## src/include/led_panel_settings.svh

```systemverilog
`ifndef LED_PANEL_SETTINGS_SVH
`define LED_PANEL_SETTINGS_SVH

// panel segments scanned in parallel
`define LP_SEGMENTS 2

// rows per segment and columns per row
`define LP_ROWS 8
`define LP_COLUMNS 32

// bits per colour channel
`define LP_BITDEPTH 8

// show time of the lsb plane in sysclk cycles
// each higher plane doubles it
`define LP_CYCLEWIDTH 8

`endif

```

## src/led_panel_pkg.sv

```systemverilog
package led_panel_pkg;

	`include "led_panel_settings.svh"

	// index widths
	localparam int ROW_W = $clog2(`LP_ROWS);
	localparam int COL_W = $clog2(`LP_COLUMNS);
	localparam int PLANE_W = $clog2(`LP_BITDEPTH);

	// one pixel column of all segments, rgb per segment
	localparam int WORD_W = 3 * `LP_BITDEPTH * `LP_SEGMENTS;

	typedef enum logic [1:0] {DRV_FETCH, DRV_SHIFT, DRV_LATCH, DRV_SHOW} drv_state_e;

	typedef enum logic [1:0] {SPI_IDLE, SPI_RECV, SPI_DONE} spi_state_e;

endpackage

```

## src/display_driver.sv

```systemverilog
`timescale 1ns/100ps

`include "led_panel_settings.svh"

module display_driver (
	input  logic                             sysclk,
	input  logic                             rst_n,
	output logic [led_panel_pkg::ROW_W-1:0]  rrow,
	output logic [led_panel_pkg::COL_W-1:0]  rcol,
	input  logic [led_panel_pkg::WORD_W-1:0] rdata,
	output logic [3*`LP_SEGMENTS-1:0]        rgb,
	output logic [led_panel_pkg::ROW_W-1:0]  row_addr,
	output logic                             oe_int,
	output logic                             lat,
	output logic                             oclk,
	output logic                             frame_complete
);
	import led_panel_pkg::*;

	// msb plane has the longest show time
	localparam int SHOW_W = $clog2(`LP_CYCLEWIDTH << (`LP_BITDEPTH - 1));
	localparam int SEG_BITS = 3 * `LP_BITDEPTH;

	drv_state_e state;
	logic [ROW_W-1:0] row_cnt;
	logic [PLANE_W-1:0] plane_cnt;
	logic [COL_W-1:0] col_cnt;
	logic phase;
	logic [SHOW_W-1:0] show_cnt;
	logic last_col;
	logic last_plane;
	logic last_row;
	logic show_done;

	assign last_col = (col_cnt == COL_W'(`LP_COLUMNS - 1));
	assign last_plane = (plane_cnt == PLANE_W'(`LP_BITDEPTH - 1));
	assign last_row = (row_cnt == ROW_W'(`LP_ROWS - 1));
	assign show_done = (show_cnt == '0);

	assign rrow = row_cnt;
	// next column is addressed while oclk is high
	assign rcol = col_cnt + COL_W'(phase);

	// rdata holds the current column for both shift cycles
	// rgb[3s+2:3s] is r, g, b of segment s
	always_comb begin
		for (int s = 0; s < `LP_SEGMENTS; s++) begin
			for (int c = 0; c < 3; c++) begin
				rgb[3*s + c] = rdata[SEG_BITS*s + `LP_BITDEPTH*c + plane_cnt];
			end
		end
	end

	// high during the last show cycle, so the swap lands before the next fetch
	assign frame_complete = (state == DRV_SHOW) && show_done && last_plane && last_row;

	always_ff @(posedge sysclk or negedge rst_n) begin
		if (!rst_n) begin
			state <= DRV_FETCH;
			row_cnt <= '0;
			plane_cnt <= '0;
			col_cnt <= '0;
			phase <= 1'b0;
			show_cnt <= '0;
			row_addr <= '0;
			oe_int <= 1'b0;
			lat <= 1'b0;
			oclk <= 1'b0;
		end else begin
			lat <= 1'b0;
			oclk <= 1'b0;
			case (state)
				DRV_FETCH: begin
					// column 0 read is in flight
					col_cnt <= '0;
					phase <= 1'b0;
					state <= DRV_SHIFT;
				end
				DRV_SHIFT: begin
					if (!phase) begin
						oclk <= 1'b1;
						phase <= 1'b1;
					end else begin
						phase <= 1'b0;
						if (last_col) begin
							col_cnt <= '0;
							lat <= 1'b1;
							row_addr <= row_cnt;
							state <= DRV_LATCH;
						end else begin
							col_cnt <= col_cnt + 1'b1;
						end
					end
				end
				DRV_LATCH: begin
					show_cnt <= SHOW_W'((`LP_CYCLEWIDTH << plane_cnt) - 1);
					oe_int <= 1'b1;
					state <= DRV_SHOW;
				end
				DRV_SHOW: begin
					if (show_done) begin
						oe_int <= 1'b0;
						state <= DRV_FETCH;
						// planes inner, rows outer
						if (last_plane) begin
							plane_cnt <= '0;
							row_cnt <= last_row ? '0 : row_cnt + 1'b1;
						end else begin
							plane_cnt <= plane_cnt + 1'b1;
						end
					end else begin
						show_cnt <= show_cnt - 1'b1;
					end
				end
				default: begin
					state <= DRV_FETCH;
				end
			endcase
		end
	end

endmodule

```

## config.mk

```make
export PLATFORM = sky130hd
export DESIGN_NAME = display_driver
export DESIGN_NICKNAME = d
export VERILOG_FILES = /design/src/led_panel_pkg.sv /design/src/display_driver.sv
export VERILOG_INCLUDE_DIRS = /design/src /design/src/include
export SDC_FILE = /design/constraint.sdc
export NUM_CORES = 1
export LEC_CHECK = 0
export BUFFER_PORTS_ARGS = -buffer_cell sky130_fd_sc_hd__buf_2
export CORE_UTILIZATION = 34
export DETAILED_ROUTE_END_ITERATION = 10
export PLACE_DENSITY = 0.59
export SLEW_MARGIN = 25
export SYNTH_ARGS = -nofsm -noshare
export SYNTH_HDL_FRONTEND = slang
export SYNTH_SLANG_ARGS = --single-unit
```

## constraint.sdc

```tcl
create_clock -name sysclk -period 2.5 [get_ports sysclk]
set_clock_uncertainty 0.05 [all_clocks]
set_input_delay 0.125 -clock sysclk [delete_from_list [all_inputs] [get_ports sysclk]]
set_output_delay 0.125 -clock sysclk [all_outputs]
set_load 0.005 [all_outputs]
```

==> results.sh <==
export IMPL_drt_iter0_drc=121
export IMPL_syn2layout_area_growth_pct=24.5
export IMPL_clk_pin_slew_ns=0.06
export IMPL_gp_congestion=0.808
export IMPL_synth_nets=292
export IMPL_yosysSeqAreaShare_pct=33.7
export IMPL_yosys_warnings=0
export IMPL_cp_required_ns=2.61
export IMPL_period_needed_ns=2.24
export IMPL_maxCapViolations=0
export IMPL_netlist_area_mm2=0.00223
export IMPL_dp_hpwl_mm=3.80
export IMPL_clock_sinks=30
export IMPL_clock_path_buffers=2
export IMPL_core_area_mm2=0.00635
export IMPL_multi_input_area_mm2=0.00141
export IMPL_die_x_um=83
export IMPL_relSlewSlack_pct=54.7
export IMPL_wl_per_cell_um=12.8
export IMPL_drv_slew=0
export IMPL_total_power_mw=0.919
export IMPL_fp_row_count=29
export IMPL_outcome="complete, but fails checks"
export IMPL_initial_core_util_pct=35.1
export IMPL_avgSynthCellArea_um2=9.96
export IMPL_cts_root_buf="clkbuf_8"
export IMPL_synth_main_ff_cell="dfrtp_1"
export IMPL_cts_inserted_buffers=5
export IMPL_postSynth_asyncResetShare_pct=100
export IMPL_ys_top_cells_by_area="dfrtp_1 34%, mux4_2 12%, ha_1 10%"
export IMPL_final_common_cell="buf_2"
export IMPL_io_buffers=70
export IMPL_r2r_setup_slack_ns=0.26
export IMPL_vias_per_cell=5.22
export IMPL_grt_pass1_vias=1869
export IMPL_crit_cells=6
export IMPL_die_h_um=83
export IMPL_startpoint_type="register"
export IMPL_synth_top_area_share_pct=33.7
export IMPL_yosys_register_bits=30
export IMPL_setup_tns_ns=0
export IMPL_dieArea_mm2=0.00689
export IMPL_hold_path_class="input pin to async pin"
export IMPL_final_antenna_net_count=0
export IMPL_worst_setup_path_end_kind="register"
export IMPL_fmax_ghz=0.447
export IMPL_timing_rr_end="state[1]$_DFFE_PN0P_"
export IMPL_synth_area_leader_cell="dfrtp_1"
export IMPL_ff2ff_path_depth=6
export IMPL_hold_viol=0
export IMPL_finalSetupViolations=0
export IMPL_ios=71
export IMPL_cts_resized=0
export IMPL_postSynthCellCount=224
export IMPL_cp_num_buf_inv=1
export IMPL_yosysUniqueCellTypes=50
export IMPL_layout_common_cells="70 x buf_2, 37 x nand2_1, 30 x dfrtp_1, 18 x ha_1, 15 x o21ai_0"
export IMPL_finalCritPeriodShare_pct=89.5
export IMPL_arrival_ns=2.35
export IMPL_critPathMaxStageDelay_ns=0.54
export IMPL_worstSetupPathType="register to register"
export IMPL_fill_cells=618
export IMPL_setup_worst_path_start="show_cnt[0]$_DFFE_PN0P_"
export IMPL_path_cells="inv_1 > ha_1 > or3b_2 > o31ai_4 > a21boi_4 > mux2_1"
export IMPL_r2r_start="show_cnt[0]$_DFFE_PN0P_"
export IMPL_grt_pass1_wl_mm=8.07
export IMPL_firstDrtPassIters=7
export IMPL_grt_remaining_overflow=0
export IMPL_ff_latch_area_um2=751
export IMPL_nNetsFinal=367
export IMPL_rsz0062_at_grt="no"
export IMPL_clk_latency_ns=0.28
export IMPL_diodes=0
export IMPL_cp_slowest_cell="or3b_2"
export IMPL_antenna_found_initial=0
export IMPL_drive_gt1_share_pct=35.5
export IMPL_critPathMaxFanout=6
export IMPL_cts_tree="done"
export IMPL_power_leakage_nw=1.38
export IMPL_synth_edf_count=0
export IMPL_p_per_area_mw_per_mm2=331
export IMPL_endpoint="state[1]$_DFFE_PN0P_"
export IMPL_h_tree_depth=2
export IMPL_violations="DRC"
export IMPL_postRouteWirelength_mm=4.80
export IMPL_vias=1962
export IMPL_route_detailed_drc=2
export IMPL_grt_max_degree=31
export IMPL_crit_family="compound AO/OA/AOI/OAI gates"
export IMPL_tightest_slew_ns=0.679
export IMPL_grtUsageTotal_pct=14.4
export IMPL_ir_drop_v=0.000216
## layer usage
metal / vias to the layer above / global-route usage [%] / share of wire, % / routed length, um
met4: 0 / 3.29 / 0.87 / 42
met1: 914 / 17.6 / 44 / 2140
met5: - / 0 / 0 / 0
met2: 66 / 25.7 / 49 / 2370
met3: 5 / 3.38 / 5.2 / 251
li1: 977 / - / - / -
## cell type report
type | count | area share, %
well taps | 77 | 3.47
repair buffers | 77 | 14.6
multi-input cells | 176 | 50.8
clock buffers | 5 | 2.48
inverters | 9 | 1.22
flip-flops and latches | 30 | 27.0
clock inverters | 2 | 0.361
## kinds of logic (layout without fill, tap and decap cells)
kind of cell               Yosys count  in the layout  share of synthesized area [%]
muxes                               24             24                           18.0
and+or+nand+nor                     88             88                           19.6
buffers and inverters               18             93                           3.08
adders and majority gates           18             18                           10.1
DFF                                 30             30                           33.7
xor gates and xnor gates             5              5                           1.96
AOI/OAI and AO/OA                   41             41                           13.6
## power by group
group          internal (mW)  switching [mW]  total, mW
registers              0.486               0      0.486
clock network          0.186           0.176      0.362
logic                 0.0451          0.0256     0.0707
total                  0.717           0.202      0.919
## state kept, by name, indices dropped and copies added (netlist names)
| signal | flops |
|---|---|
| lat | 1 |
| rrow | 3 |
| show_cnt | 10 |
| plane_cnt | 3 |
| state | 2 |
| oclk | 1 |
| phase | 1 |
| col_cnt | 5 |
| oe_int | 1 |
| row_addr | 3 |
## synth_stat cells (2+ instances only)
library cell  count
a21oi_1           3
a22o_1            2
a311oi_1          2
and3_1            4
buf_1             2
clkbuf_1          6
dfrtp_1          30
ha_1             18
inv_1             8
mux2_1            4
mux2_2            5
mux2i_1           3
mux4_2           12
nand2_1          37
nand2b_1          7
nand3_1           7
nor2_1           12
nor2b_1           3
nor3_1            4
nor3b_1           2
nor4_1            2
o211ai_1          2
o21ai_0          15
o31ai_1           3
or3_1             3
xnor2_1           4
## worst min path at each step
stage / startpoint / end / slack [ns] / cells past startpoint
final: rst_n / col_cnt[3]$_DFFE_PN0P_ / 0.37 / 2
after global routing: rst_n / show_cnt[8]$_DFFE_PN0P_ / 0.45 / 2
after CTS: rst_n / col_cnt[4]$_DFFE_PN0P_ / 0.40 / 2
after detailed placement: rst_n / col_cnt[4]$_DFFE_PN0P_ / 0.16 / 1
after global placement: rst_n / col_cnt[2]$_DFFE_PN0P_ / 0.16 / 1
after floorplan: rst_n / col_cnt[0]$_DFFE_PN0P_ / -0.22 / 0
## repair_timing
action	in CTS	in global routing
buffers inserted	0	0
hold buffers	1	0
hold endpoints to repair	30	0
endpoints found under the setup margin	0	0
## worst register-to-register path, cell delays in order (launching register included)
cell and delay (ns):
dfrtp_1 0.40, inv_1 0.07, ha_1 0.16, or3b_2 0.54, o31ai_4 0.31, a21boi_4 0.26, mux2_1 0.33
## stage by stage
stage	hold slack, ns	worst slack, ns	cells	area, um2	util, %
2_1_floorplan	-0.221	0.0895	224	2230	-
3_3_place_gp	0.158	0.312	368	2690	42.3
3_5_place_dp	0.164	0.261	368	2690	42.3
4_1_cts	0.402	0.256	376	2780	43.7
5_1_grt	0.449	0.146	376	2780	43.7
6_report	0.373	0.262	376	2780	43.7
No activity file was read; power rests on OpenSTA's default activity.
