`config.mk`:
```
export PLATFORM = sky130hd
export DESIGN_NAME = spi_loader
export DESIGN_NICKNAME = d
export VERILOG_FILES = /design/src/led_panel_pkg.sv /design/src/spi_loader.sv
export VERILOG_INCLUDE_DIRS = /design/src /design/src/include
export SDC_FILE = /design/constraint.sdc
export NUM_CORES = 1
export LEC_CHECK = 0
export BUFFER_PORTS_ARGS = -buffer_cell sky130_fd_sc_hd__buf_2
export CORE_ASPECT_RATIO = 0.7
export CORE_MARGIN = 4
export CORE_UTILIZATION = 35
export CTS_CLUSTER_DIAMETER = 30
export CTS_CLUSTER_SIZE = 12
export DETAILED_ROUTE_END_ITERATION = 16
export PLACE_DENSITY = 0.66
export SLEW_MARGIN = 0
export SYNTH_ARGS = -nofsm -noshare
export SYNTH_HDL_FRONTEND = slang
export SYNTH_SLANG_ARGS = --single-unit
```
`constraint.sdc`:
```
create_clock -name sysclk -period 3.9 [get_ports sysclk]
set_input_delay 0.195 -clock sysclk [delete_from_list [all_inputs] [get_ports sysclk]]
set_output_delay 0.195 -clock sysclk [all_outputs]
set_load 0.005 [all_outputs]
```
`src/include/led_panel_settings.svh`:
```
`ifndef LED_PANEL_SETTINGS_SVH
`define LED_PANEL_SETTINGS_SVH

// panel segments scanned in parallel
`define LP_SEGMENTS 2

// rows per segment and columns per row
`define LP_ROWS 8
`define LP_COLUMNS 32

// bits per colour channel
`define LP_BITDEPTH 8

// show time of the lsb plane in sysclk cycles
// each higher plane doubles it
`define LP_CYCLEWIDTH 8

`endif

```
`src/led_panel_pkg.sv`:
```
package led_panel_pkg;

	`include "led_panel_settings.svh"

	// index widths
	localparam int ROW_W = $clog2(`LP_ROWS);
	localparam int COL_W = $clog2(`LP_COLUMNS);
	localparam int PLANE_W = $clog2(`LP_BITDEPTH);

	// one pixel column of all segments, rgb per segment
	localparam int WORD_W = 3 * `LP_BITDEPTH * `LP_SEGMENTS;

	typedef enum logic [1:0] {DRV_FETCH, DRV_SHIFT, DRV_LATCH, DRV_SHOW} drv_state_e;

	typedef enum logic [1:0] {SPI_IDLE, SPI_RECV, SPI_DONE} spi_state_e;

endpackage

```
`src/spi_loader.sv`:
```
`timescale 1ns/100ps

`include "led_panel_settings.svh"

module spi_loader (
	input  logic                             sysclk,
	input  logic                             rst_n,
	input  logic                             sclk,
	input  logic                             ss_n,
	input  logic                             mosi,
	output logic                             miso,
	input  logic                             ready,
	output logic                             wen,
	output logic [led_panel_pkg::ROW_W-1:0]  wrow,
	output logic [led_panel_pkg::COL_W-1:0]  wcol,
	output logic [led_panel_pkg::WORD_W-1:0] wdata,
	output logic                             loaded
);
	import led_panel_pkg::*;

	localparam int BIT_W = $clog2(`LP_BITDEPTH);
	localparam int SEG_IDX_W = $clog2(`LP_SEGMENTS + 1);
	localparam int POS_W = $clog2(WORD_W);
	localparam int SEG_BITS = 3 * `LP_BITDEPTH;

	spi_state_e state;
	logic [2:0] sclk_q;
	logic [1:0] ss_q;
	logic [1:0] mosi_q;
	logic sclk_rise;
	logic sample;
	logic byte_done;
	logic [BIT_W-1:0] bit_cnt;
	logic [1:0] clr_idx;
	logic [SEG_IDX_W-1:0] seg_idx;
	logic [ROW_W-1:0] row_cnt;
	logic [COL_W-1:0] col_cnt;
	logic last_addr;
	logic [POS_W-1:0] byte_pos;
	logic [`LP_BITDEPTH-2:0] shift_q;
	logic [WORD_W-1:0] word_q;

	// two-flop synchronizers, third sclk flop for edge detect
	always_ff @(posedge sysclk or negedge rst_n) begin
		if (!rst_n) begin
			sclk_q <= '0;
			ss_q <= 2'b11;
			mosi_q <= '0;
		end else begin
			sclk_q <= {sclk_q[1:0], sclk};
			ss_q <= {ss_q[0], ss_n};
			mosi_q <= {mosi_q[0], mosi};
		end
	end

	assign sclk_rise = sclk_q[1] && !sclk_q[2];
	assign sample = (state == SPI_RECV) && !ss_q[1] && ready && sclk_rise;
	assign byte_done = sample && (bit_cnt == BIT_W'(`LP_BITDEPTH - 1));
	assign last_addr = (row_cnt == ROW_W'(`LP_ROWS - 1)) && (col_cnt == COL_W'(`LP_COLUMNS - 1));

	// segment 0 in the low bits, r above g above b
	assign byte_pos = POS_W'(SEG_BITS * seg_idx + `LP_BITDEPTH * (2 - clr_idx));

	assign miso = !ss_n && ready;
	assign wrow = row_cnt;
	assign wcol = col_cnt;
	assign wdata = word_q;

	always_ff @(posedge sysclk) begin
		if (sample) begin
			shift_q <= {shift_q[`LP_BITDEPTH-3:0], mosi_q[1]};
		end
		if (byte_done) begin
			word_q[byte_pos +: `LP_BITDEPTH] <= {shift_q, mosi_q[1]};
		end
	end

	always_ff @(posedge sysclk or negedge rst_n) begin
		if (!rst_n) begin
			state <= SPI_IDLE;
			bit_cnt <= '0;
			clr_idx <= '0;
			seg_idx <= '0;
			row_cnt <= '0;
			col_cnt <= '0;
			wen <= 1'b0;
			loaded <= 1'b0;
		end else begin
			wen <= 1'b0;
			loaded <= 1'b0;
			// column carries into row once the word is written
			if (wen) begin
				if (col_cnt == COL_W'(`LP_COLUMNS - 1)) begin
					col_cnt <= '0;
					row_cnt <= row_cnt + 1'b1;
				end else begin
					col_cnt <= col_cnt + 1'b1;
				end
			end
			case (state)
				SPI_IDLE: begin
					bit_cnt <= '0;
					clr_idx <= '0;
					seg_idx <= '0;
					row_cnt <= '0;
					col_cnt <= '0;
					if (!ss_q[1]) begin
						state <= ready ? SPI_RECV : SPI_DONE;
					end
				end
				SPI_RECV: begin
					if (ss_q[1]) begin
						state <= SPI_IDLE;
					end else if (!ready) begin
						state <= SPI_DONE;
					end else if (sclk_rise) begin
						bit_cnt <= bit_cnt + 1'b1;
					end
					if (byte_done) begin
						if (clr_idx == 2'd2) begin
							clr_idx <= '0;
							if (seg_idx == SEG_IDX_W'(`LP_SEGMENTS - 1)) begin
								seg_idx <= '0;
								wen <= 1'b1;
								if (last_addr) begin
									loaded <= 1'b1;
									state <= SPI_DONE;
								end
							end else begin
								seg_idx <= seg_idx + 1'b1;
							end
						end else begin
							clr_idx <= clr_idx + 1'b1;
						end
					end
				end
				SPI_DONE: begin
					// drop everything until ss goes high
					if (ss_q[1]) begin
						state <= SPI_IDLE;
					end
				end
				default: begin
					state <= SPI_IDLE;
				end
			endcase
		end
	end

endmodule

```
==> results of run 1 <==
==> cell usage after synthesis, types with 2 or more instances <==
library cell  count  share of area, %
nor2_1           35               3.8
nor2b_1           4              0.73
nand2_1          17               1.9
nand3_1           4              0.58
o21ai_0           2              0.29
inv_1            11               1.2
and3_1           17               3.1
dfstp_2           2               1.5
a31oi_1           2              0.36
a22o_1            2              0.51
a21oi_1           6              0.88
buf_6             2              0.66
nand4_1           2              0.36
or3_1             2              0.36
mux2_2            3              0.98
ha_1             16               5.8
nor3_1            3              0.44
clkbuf_1          3              0.33
nand2b_1          3              0.55
buf_2             4              0.58
edfxtp_1         55                48
o311ai_0          2              0.51
nand3b_1          2              0.44
nor3b_2           2              0.73
dfrtp_1          24                18
and3_2            8               1.8
o311ai_1          2              0.51
==> flip-flops by register name, indices dropped and copies added (netlist names) <==
register,flops
wdata,48
shift_q,7
wcol,5
bit_cnt,3
sclk_q,3
wrow,3
clr_idx,2
mosi_q,2
seg_idx,2
ss_q,2
state,2
loaded,1
wen,1
==> worst max-delay path by stage <==
stage,from,to,cells after the start
5_1_grt,seg_idx[0],wdata[32],10
4_1_cts,seg_idx[0],wdata[35],10
2_1_floorplan,seg_idx[0],wdata[0],10
6_report,seg_idx[0],wdata[35],10
3_3_place_gp,seg_idx[0],wdata[34],10
3_5_place_dp,seg_idx[0],wdata[34],10
==> power breakdown <==
part / switching [W] / internal (W)
combinational: 0.0000139 / 0.0000103
clock: 0.000350 / 0.000573
sequential: 0.00000616 / 0.000916
==> stage by stage <==
step | cell area, sq um | total power, W | setup slack [ns] | util [%]
after floorplan | 3431 | 0.0009495 | 0.4985 | -
after global placement | 3867 | 0.0009616 | 0.5340 | 41.64
after detailed placement | 3867 | 0.0009618 | 0.3984 | 41.64
after CTS | 4239 | 0.001888 | 0.3796 | 45.64
after global routing | 4239 | 0.001944 | 0.1142 | 45.64
final | 4239 | 0.001869 | 0.3604 | 45.64
==> worst reg2reg max path, cell delays in order (launching register included) <==
cell and delay (ns):
dfrtp_1 0.42, inv_1 0.06, ha_1 0.27, inv_1 0.05, fa_1 0.52, inv_1 0.06
ha_1 0.21, ha_1 0.36, nand2b_1 0.23, nor3_2 0.39, nor3b_2 0.59
==> layout make-up <==
cell class / instances / area, sq um
Tap cell: 124 / 155.1
Fill cell: 844 / 5050
Clock inverter: 7 / 106.4
Sequential cell: 81 / 2305
Clock buffer: 9 / 225.2
Inverter: 11 / 41.29
Timing Repair Buffer: 70 / 375.4
Multi-Input combinational cell: 151 / 1031
==> per-layer routing <==
layer / share of wire [%] / wire length, um
met5: 0 / 0
met4: 1.8 / 119
met1: 52 / 3460
met3: 5.9 / 395
met2: 41 / 2717
==> what timing repair did <==
action / 4_1_cts / 5_1_grt
resized for setup: 0 / 0
hold buffers: 4 / 0
hold endpoints to repair: 27 / 0
==> kinds of logic (layout without fill, tap and decap cells) <==
kind of cell             Yosys count  in the layout
adder cells (fa/ha/maj)           17             17
buffers and inverters             20             97
multiplexers                       4              4
AND/OR/NAND/NOR                  109            109
flip-flops                        81             81
XOR/XNOR                           2              2
AO/OA/AOI/OAI                     19             19
==> impl_metrics.env, run 1 <==
export IMPL_run_status="finished, final reports clean"
export IMPL_reg2reg_slack_ns=0.36
export IMPL_io_pins=65
export IMPL_crit_path_max_fanout=10
export IMPL_dieArea_sq_um=11480
export IMPL_synthSimpleGateAreaFrac_pct=17.65
export IMPL_use_met2_pct=16.15
export IMPL_yosysSeqAreaShare_pct=67.18
export IMPL_cts_max_path_buffers=2
export IMPL_synth_compound_area_share_pct=3.756
export IMPL_routed_wl_mm=6.692
export IMPL_holdCritStartpoint="ready"
export IMPL_layout_commonest_cell="buf_2"
export IMPL_top_usage_layer="met1"
export IMPL_htreeDepth=3
export IMPL_syn_nets=275
export IMPL_fp_row_count=29
export IMPL_grt_pass1_wl_mm=11.10
export IMPL_grt_pass1_vias=2049
export IMPL_drt_iter0_drc=216
export IMPL_antenna_cells=0
export IMPL_wl_per_cell_um=14.77
export IMPL_r2r_end="wdata[35]"
export IMPL_required_ns=3.87
export IMPL_rsz0062_at_grt="false"
export IMPL_syn_area_per_cell_sq_um=13.61
export IMPL_cts_setup_buffers=0
export IMPL_synth_top_family_by_area="simple AND/OR/NAND/NOR gates"
export IMPL_dr_pass1_iters=4
export IMPL_root_buffer="clkbuf_16"
export IMPL_die_w_um=126.3
export IMPL_min_period_ns=3.540
export IMPL_grt_max_degree=27
export IMPL_syn_inst=252
export IMPL_final_antenna_net_count=0
export IMPL_worstMarginPinSlew_ns=0.7513
export IMPL_viasPerCell=4.728
export IMPL_insertion_delay_ns=0.33
export IMPL_synth_edf_count=55
export IMPL_gr_total_overflow=0
export IMPL_p_per_area_nw_per_um2=441.0
export IMPL_nNetsFinal=347
export IMPL_drc=0
export IMPL_core_area_sq_um=9289
export IMPL_fin_setup_tns_ns=0
export IMPL_cp_arrival_ns=3.51
export IMPL_min_to="state[0]"
export IMPL_clkSinkCount=81
export IMPL_synth_mux_area_share_pct=1.276
export IMPL_slew_violations=0
export IMPL_synthAdderAreaFrac_pct=6.419
export IMPL_critPathTopFamily="adder cells"
export IMPL_skew_ns=0.006628
export IMPL_slowest_delay_ns=0.59
export IMPL_yosys_warnings=0
export IMPL_period_share_pct=90.76
export IMPL_drive_above_1_share_pct=32.22
export IMPL_hold_class="input port to flop"
export IMPL_holdWs_ns=0.2536
export IMPL_path_buf_inv=3
export IMPL_place_congestion=0.7299
export IMPL_syn2layout_area_growth_pct=23.56
export IMPL_final_cells=453
export IMPL_grt_util_met3_pct=3.960
export IMPL_crit_type="flop to flop"
export IMPL_antenna_found_initial=0
export IMPL_vias=2142
export IMPL_reg2regPathDepth=10
export IMPL_dp_hpwl_mm=4.823
export IMPL_crit_chain="inv_1 > ha_1 > inv_1 > fa_1 > inv_1 > ha_1 > ha_1 > nand2b_1 > nor3_2 > nor3b_2"
export IMPL_max_freq_mhz=282.5
export IMPL_synth_main_ff_cell="edfxtp_1"
export IMPL_p_leak_nw=1.778
export IMPL_drv_cap=0
export IMPL_setup_viol=0
export IMPL_die_y_um=90.84
export IMPL_ys_types=44
export IMPL_synthArstFlopShare_pct=32.10
export IMPL_ir_worst_vdd_mv=0.1696
export IMPL_slew_headroom_pct=49.73
export IMPL_cp_slowest_cell="nor3b_2"
export IMPL_path_clk_slew_ns=0.06
export IMPL_finalHoldViolations=0
export IMPL_layout_common_cells="buf_2 (64), edfxtp_1 (55), nor2_1 (35)"
export IMPL_ys_ff_latch=81
export IMPL_cts_tree="done"
export IMPL_timing_rr_start="seg_idx[0]"
export IMPL_dp_cells=433
export IMPL_port_buffers=64
export IMPL_start_util_pct=36.93
export IMPL_hold_depth=3
export IMPL_end_kind="flop"
export IMPL_numCtsBuffers=9
export IMPL_syn_cell_area_sq_um=3431
export IMPL_grtUsageMet1_pct=18.74
export IMPL_startpoint_type="flop"
export IMPL_grtUsageTotal_pct=12.36
export IMPL_synth_xor_area_share_pct=0.9482
(Power assumes the default switching activity.)
==> inputs of run 2 (changes only) <==
- CORE_ASPECT_RATIO: 0.7 -> not set
- SLEW_MARGIN: 0 -> not set
==> run 2 against run 1 <==
  * Fmax grew 2.0%
  * Sequential share of layout area grew 1.9 points
  * Die area shrank 0.22%
  * Combinational power is essentially flat
==> impl_metrics.env, run 2 (same netlist as run 1, synthesis figures left out) <==
export IMPL_run_status="finished, final reports clean"
export IMPL_min_to="state[0]"
export IMPL_root_buffer="clkbuf_8"
export IMPL_worstMarginPinSlew_ns=0.8014
export IMPL_pre_cts_ws_ns=0.4172
export IMPL_numCtsBuffers=9
export IMPL_path_clk_slew_ns=0.09
export IMPL_setup_viol=0
export IMPL_multiInputGateArea_sq_um=1031
export IMPL_cp_arrival_ns=3.46
export IMPL_layout_common_cells="buf_2 (64), edfxtp_1 (55), nor2_1 (35)"
export IMPL_antenna_found_initial=0
export IMPL_viasPerCell=4.769
export IMPL_required_ns=3.89
export IMPL_regArea_sq_um=2305
export IMPL_end_kind="flop"
export IMPL_syn2layout_area_growth_pct=19.44
export IMPL_cts_tree="done"
export IMPL_drv_cap=0
export IMPL_fillers=908
export IMPL_dp_hpwl_mm=4.710
export IMPL_largest_register_ff_count=48
export IMPL_p_per_area_nw_per_um2=366.5
export IMPL_port_buffers=64
export IMPL_hold_class="input port to flop"
export IMPL_slew_violations=0
export IMPL_cts_resized=0
export IMPL_die_y_um=107.0
export IMPL_drive_above_1_share_pct=32.12
export IMPL_holdCritStartpoint="ready"
export IMPL_cts_setup_buffers=0
export IMPL_wl_per_cell_um=14.41
export IMPL_vias=2189
export IMPL_wl_met3_um=459
export IMPL_antenna_cells=0
export IMPL_dr_pass1_iters=4
export IMPL_p_total_w=0.001502
export IMPL_place_congestion=0.8273
export IMPL_reg2reg_slack_ns=0.43
export IMPL_top_layer="met4"
export IMPL_drt_iter0_drc=80
export IMPL_cts_hold_buf=4
export IMPL_cp_slowest_cell="nor3b_2"
export IMPL_max_freq_mhz=288.2
export IMPL_crit_path_max_fanout=10
export IMPL_dp_cells=439
export IMPL_p_leak_nw=1.700
export IMPL_routed_wl_mm=6.613
export IMPL_fp_row_count=35
export IMPL_drc=0
export IMPL_core_area_sq_um=9371
export IMPL_layout_commonest_cell="buf_2"
export IMPL_dieArea_sq_um=11450
export IMPL_crit_type="flop to flop"
export IMPL_cts_max_path_buffers=2
export IMPL_grtUsageTotal_pct=12.01
export IMPL_slowest_delay_ns=0.57
export IMPL_skew_ns=0.01214
export IMPL_htreeDepth=3
export IMPL_gr_total_overflow=0
export IMPL_period_share_pct=88.96
export IMPL_startpoint_type="flop"
export IMPL_timing_rr_start="seg_idx[0]"
export IMPL_ir_worst_vdd_mv=0.2120
export IMPL_wl_met1_mm=2.982
export IMPL_grt_pass1_vias=2157
export IMPL_io_pins=65
export IMPL_min_period_ns=3.469
export IMPL_fin_setup_tns_ns=0
export IMPL_hold_depth=3
export IMPL_start_util_pct=36.61
export IMPL_reg2regPathDepth=10
export IMPL_final_cells=459
export IMPL_final_setup_worst_slack_ns=0.4307
export IMPL_r2r_end="wdata[35]"
export IMPL_die_w_um=107.0
export IMPL_insertion_delay_ns=0.34
export IMPL_nNetsFinal=348
export IMPL_rsz0062_at_grt="false"
export IMPL_route_met2_wl_mm=3.045
export IMPL_slew_headroom_pct=46.37
export IMPL_final_antenna_net_count=0
export IMPL_clkSinkCount=81
export IMPL_grt_pass1_wl_mm=10.79
export IMPL_crit_chain="inv_1 > ha_1 > inv_1 > fa_1 > inv_1 > ha_1 > ha_1 > nand2b_1 > nor3_2 > nor3b_2"
export IMPL_finalHoldViolations=0
export IMPL_grt_max_degree=27
[run 2: critical path, delay by kind of cell (launching register included)]
| kind | cells | cell delay [ns] |
|---|---|---|
| DFF | 1 | 0.44 |
| and+or+nand+nor | 3 | 1.14 |
| adders and majority gates | 4 | 1.36 |
| buffers and inverters | 3 | 0.17 |
[run 2: area by class of cell]
class / instances / area share, %
sequential: 81 / 56.24
tap: 129 / 3.939
timing repair buffer: 71 / 9.344
multi-input combinational: 151 / 25.16
clock inverter: 7 / 1.282
inverter: 11 / 1.008
clock buffer: 9 / 3.023
[run 2: per-stage QoR]
step	util [%]	cell area (sq um)	hold slack, ns
6_report	43.73	4098	0.2301
5_1_grt	43.73	4098	0.2215
4_1_cts	43.73	4098	0.2058
3_5_place_dp	41.42	3881	0.2372
3_3_place_gp	41.42	3881	0.2407
2_1_floorplan	-	3431	-0.1006
[run 2: power by group]
group          leakage [nW]  switching (W)  total [W]  internal [W]
Combinational         0.774      0.0000143  0.0000245     0.0000103
Clock                0.0803       0.000320   0.000556      0.000236
Sequential            0.846     0.00000619   0.000921      0.000915
[run 2: metal layers]
metal | global-route usage [%] | vias to the layer above
met3 | 3.612 | 15
met1 | 15.58 | 1038
met2 | 19.11 | 83
met4 | 4.292 | 0
li1 | - | 1053
met5 | 0 | -
[run 2: how the worst max path moves through the flow]
stage	startpoint	endpoint	cells after the start
global placement	seg_idx[0]	wdata[32]	10
finish	seg_idx[0]	wdata[35]	10
detailed placement	seg_idx[0]	wdata[33]	10
global route	seg_idx[0]	wdata[36]	10
floorplan	seg_idx[0]	wdata[0]	10
CTS	seg_idx[0]	wdata[35]	10
==> inputs of run 3 (changes only) <==
- ABC_AREA: not set -> 1
- PLACE_DENSITY: 0.66 -> 0.65
==> run 3 against run 2 <==
  * Clock skew shrank 0.0032 ns
  * Synthesized area grew 2.3%
  * Hold slack lost 0.074 ns
  * Largest cell class unchanged
  * Wire length shrank 0.97%
  * Worst setup slack lost 0.17 ns
  * Design area grew 2.7%
  * Utilization shrank 0.66 points
  * First-iteration DRC count grew 21%
  * Largest power group unchanged
  * Fmax shrank 4.7%
  * Register-to-register slack lost 0.17 ns
  * Global-route usage shrank 0.22 points
  * Critical path depth grew 1
==> impl_metrics.env, run 3 <==
export IMPL_run_status="finished, final reports clean"
export IMPL_insertion_delay_ns=0.35
export IMPL_syn2layout_area_growth_pct=19.89
export IMPL_viasPerCell=4.517
export IMPL_ys_types=32
export IMPL_vias=2326
export IMPL_largest_register_ff_count=48
export IMPL_dp_cells=495
export IMPL_gr_total_overflow=0
export IMPL_root_buffer="clkbuf_8"
export IMPL_grt_pass1_wl_mm=10.61
export IMPL_slew_headroom_pct=56.33
export IMPL_p_total_w=0.001632
export IMPL_reg2reg_slack_ns=0.26
export IMPL_synth_main_ff_cell="edfxtp_1"
export IMPL_worstMarginPinSlew_ns=0.6527
export IMPL_finalHoldViolations=0
export IMPL_synth_xor_area_share_pct=0
export IMPL_reg2regPathDepth=11
export IMPL_p_comb_share_pct=4.5
export IMPL_nNetsFinal=400
export IMPL_synth_area_leader_cell="edfxtp_1"
export IMPL_antenna_cells=0
export IMPL_cts_setup_buffers=0
export IMPL_syn_cell_area_sq_um=3511
export IMPL_routed_wl_mm=6.549
export IMPL_place_congestion=0.8190
export IMPL_synth_top_family_by_area="simple AND/OR/NAND/NOR gates"
export IMPL_switching_share_pct=23.21
export IMPL_seq_power_share_pct=57.4
export IMPL_grt_pass1_vias=2229
export IMPL_core_area_sq_um=9774
export IMPL_p_leak_nw=1.919
export IMPL_grtUsageTotal_pct=11.79
export IMPL_antenna_found_initial=0
export IMPL_use_met2_pct=18.96
export IMPL_p_switching_w=0.0003787
export IMPL_fin_setup_tns_ns=0
export IMPL_top_usage_layer="met2"
export IMPL_synth_mux_area_share_pct=0.2851
export IMPL_r2r_end="wdata[16]"
export IMPL_final_cells=515
export IMPL_yosys_warnings=0
export IMPL_crit_path_end="wdata[16]"
export IMPL_synth_top_cell_area_share_pct=47.04
export IMPL_setup_viol=0
export IMPL_yosysMostFrequentCell="nor2_1"
export IMPL_cts_tree="done"
export IMPL_dp_hpwl_mm=4.869
export IMPL_yosysSeqAreaShare_pct=65.65
export IMPL_clkSinkCount=81
export IMPL_required_ns=3.89
export IMPL_ys_ff_latch=81
export IMPL_synthSimpleGateAreaFrac_pct=20.71
export IMPL_drive_above_1_share_pct=28.27
export IMPL_die_y_um=108.2
export IMPL_wl_per_cell_um=12.72
export IMPL_min_period_ns=3.640
export IMPL_p_per_area_nw_per_um2=387.6
export IMPL_io_pins=65
export IMPL_max_freq_mhz=274.7
export IMPL_final_antenna_net_count=0
export IMPL_path_clk_slew_ns=0.09
export IMPL_grt_max_degree=27
export IMPL_clock_power_share_pct=38.2
export IMPL_timing_rr_start="clr_idx[0]"
export IMPL_start_util_pct=35.92
export IMPL_grtUsageMet1_pct=14.83
export IMPL_syn_nets=326
export IMPL_ir_worst_vdd_mv=0.1903
export IMPL_synthAdderAreaFrac_pct=6.272
export IMPL_skew_ns=0.008986
export IMPL_cp_arrival_ns=3.63
export IMPL_dr_pass1_iters=4
export IMPL_layout_common_cells="buf_2 (64), nor2_1 (62), edfxtp_1 (55)"
export IMPL_synth_compound_area_share_pct=2.174
export IMPL_p_int_w=0.001253
export IMPL_layout_commonest_cell="buf_2"
export IMPL_dieArea_sq_um=11700
export IMPL_drv_cap=0
export IMPL_finalCoreUtilization_pct=43.06
export IMPL_synthArstFlopShare_pct=32.10
export IMPL_ys_top_cells_by_area="edfxtp_1 (47%), dfrtp_1 (17%), nor2_1 (6.6%)"
export IMPL_grt_util_met3_pct=3.761
export IMPL_ys_top_cells_by_count="nor2_1 (62), edfxtp_1 (55), nand2_1 (34)"
export IMPL_period_share_pct=93.34
export IMPL_slew_violations=0
export IMPL_synth_edf_count=55
export IMPL_htreeDepth=3
export IMPL_cts_max_path_buffers=2
export IMPL_hold_class="input port to flop"
export IMPL_drc=0
export IMPL_die_w_um=108.2
export IMPL_startpoint_type="flop"
export IMPL_drt_iter0_drc=97
export IMPL_crit_type="flop to flop"
export IMPL_end_kind="flop"
export IMPL_syn_area_per_cell_sq_um=11.59
export IMPL_fp_row_count=36
export IMPL_crit_path_max_fanout=17
export IMPL_port_buffers=64
export IMPL_crit_start="clr_idx[0]"
export IMPL_numCtsBuffers=9
export IMPL_rsz0062_at_grt="false"
export IMPL_holdWs_ns=0.1559
export IMPL_syn_inst=303
-- run 3: cell count changes after synthesis, moves of 8 or more --
cell,change
and3_1,-17
inv_1,+22
nand2_1,+17
nand3_1,+14
nor2_1,+27
and3_2,-8
-- run 3: critical path, stage by stage, from the launching register on --
cell and delay (ns):
dfrtp_1 0.41, inv_1 0.10, ha_1 0.29, inv_1 0.05, fa_1 0.54, inv_1 0.05, ha_1 0.20, ha_1 0.53
inv_2 0.22, nor3_2 0.28, nand2_4 0.11, nor2_1 0.51
-- run 3: routing by layer --
layer	vias up	routed length (um)
met4	0	87
li1	1152	-
met3	8	523
met1	1072	2937
met2	94	3000
met5	-	0
-- run 3: worst min-delay path by stage --
stage           from    endpoint  cells past startpoint
4_1_cts        ready    state[1]                      4
6_report       ready    state[1]                      4
3_5_place_dp   rst_n   sclk_q[0]                      1
5_1_grt        ready    state[1]                      4
2_1_floorplan  rst_n  bit_cnt[0]                      0
3_3_place_gp   rst_n   sclk_q[0]                      1
-- run 3: power groups by stage --
stage	Clock, W	Combinational, W	Sequential [W]
after floorplan	0	0.0000440	0.000954
after global placement	0	0.0000707	0.000954
after detailed placement	0	0.0000717	0.000955
after CTS	0.000638	0.0000745	0.000936
after global routing	0.000671	0.0000844	0.000938
final	0.000623	0.0000727	0.000936
-- run 3: area by class of cell --
| type | instances | area, sq um |
|---|---|---|
| repair buffers | 68 | 360.3 |
| fillers | 931 | 5565 |
| clock inverters | 7 | 77.57 |
| inverters | 38 | 142.6 |
| clock buffers | 9 | 123.9 |
| multi-input cells | 179 | 1033 |
| flip-flops and latches | 81 | 2305 |
| well taps | 133 | 166.4 |
-- run 3: stage by stage --
stage                     area (sq um)  setup WS [ns]
after floorplan                   3511         0.8979
after global placement            3968         0.4155
after detailed placement          3968         0.2906
after CTS                         4209         0.2706
after global routing              4209        0.05370
final                             4209         0.2596
-- run 3: logic make-up (layout without fill, tap and decap cells) --
| logic type | count (synthesis) | after routing |
|---|---|---|
| buffers and inverters | 43 | 122 |
| AO/OA/AOI/OAI | 14 | 14 |
| flip-flops | 81 | 81 |
| multiplexers | 1 | 1 |
| adder cells (fa/ha/maj) | 17 | 17 |
| AND/OR/NAND/NOR | 147 | 147 |
-- run 3: what timing repair did --
item | 4_1_cts | 5_1_grt
hold buffers | 4 | 0
hold endpoints to repair | 27 | 0
gates resized for setup | 0 | 0
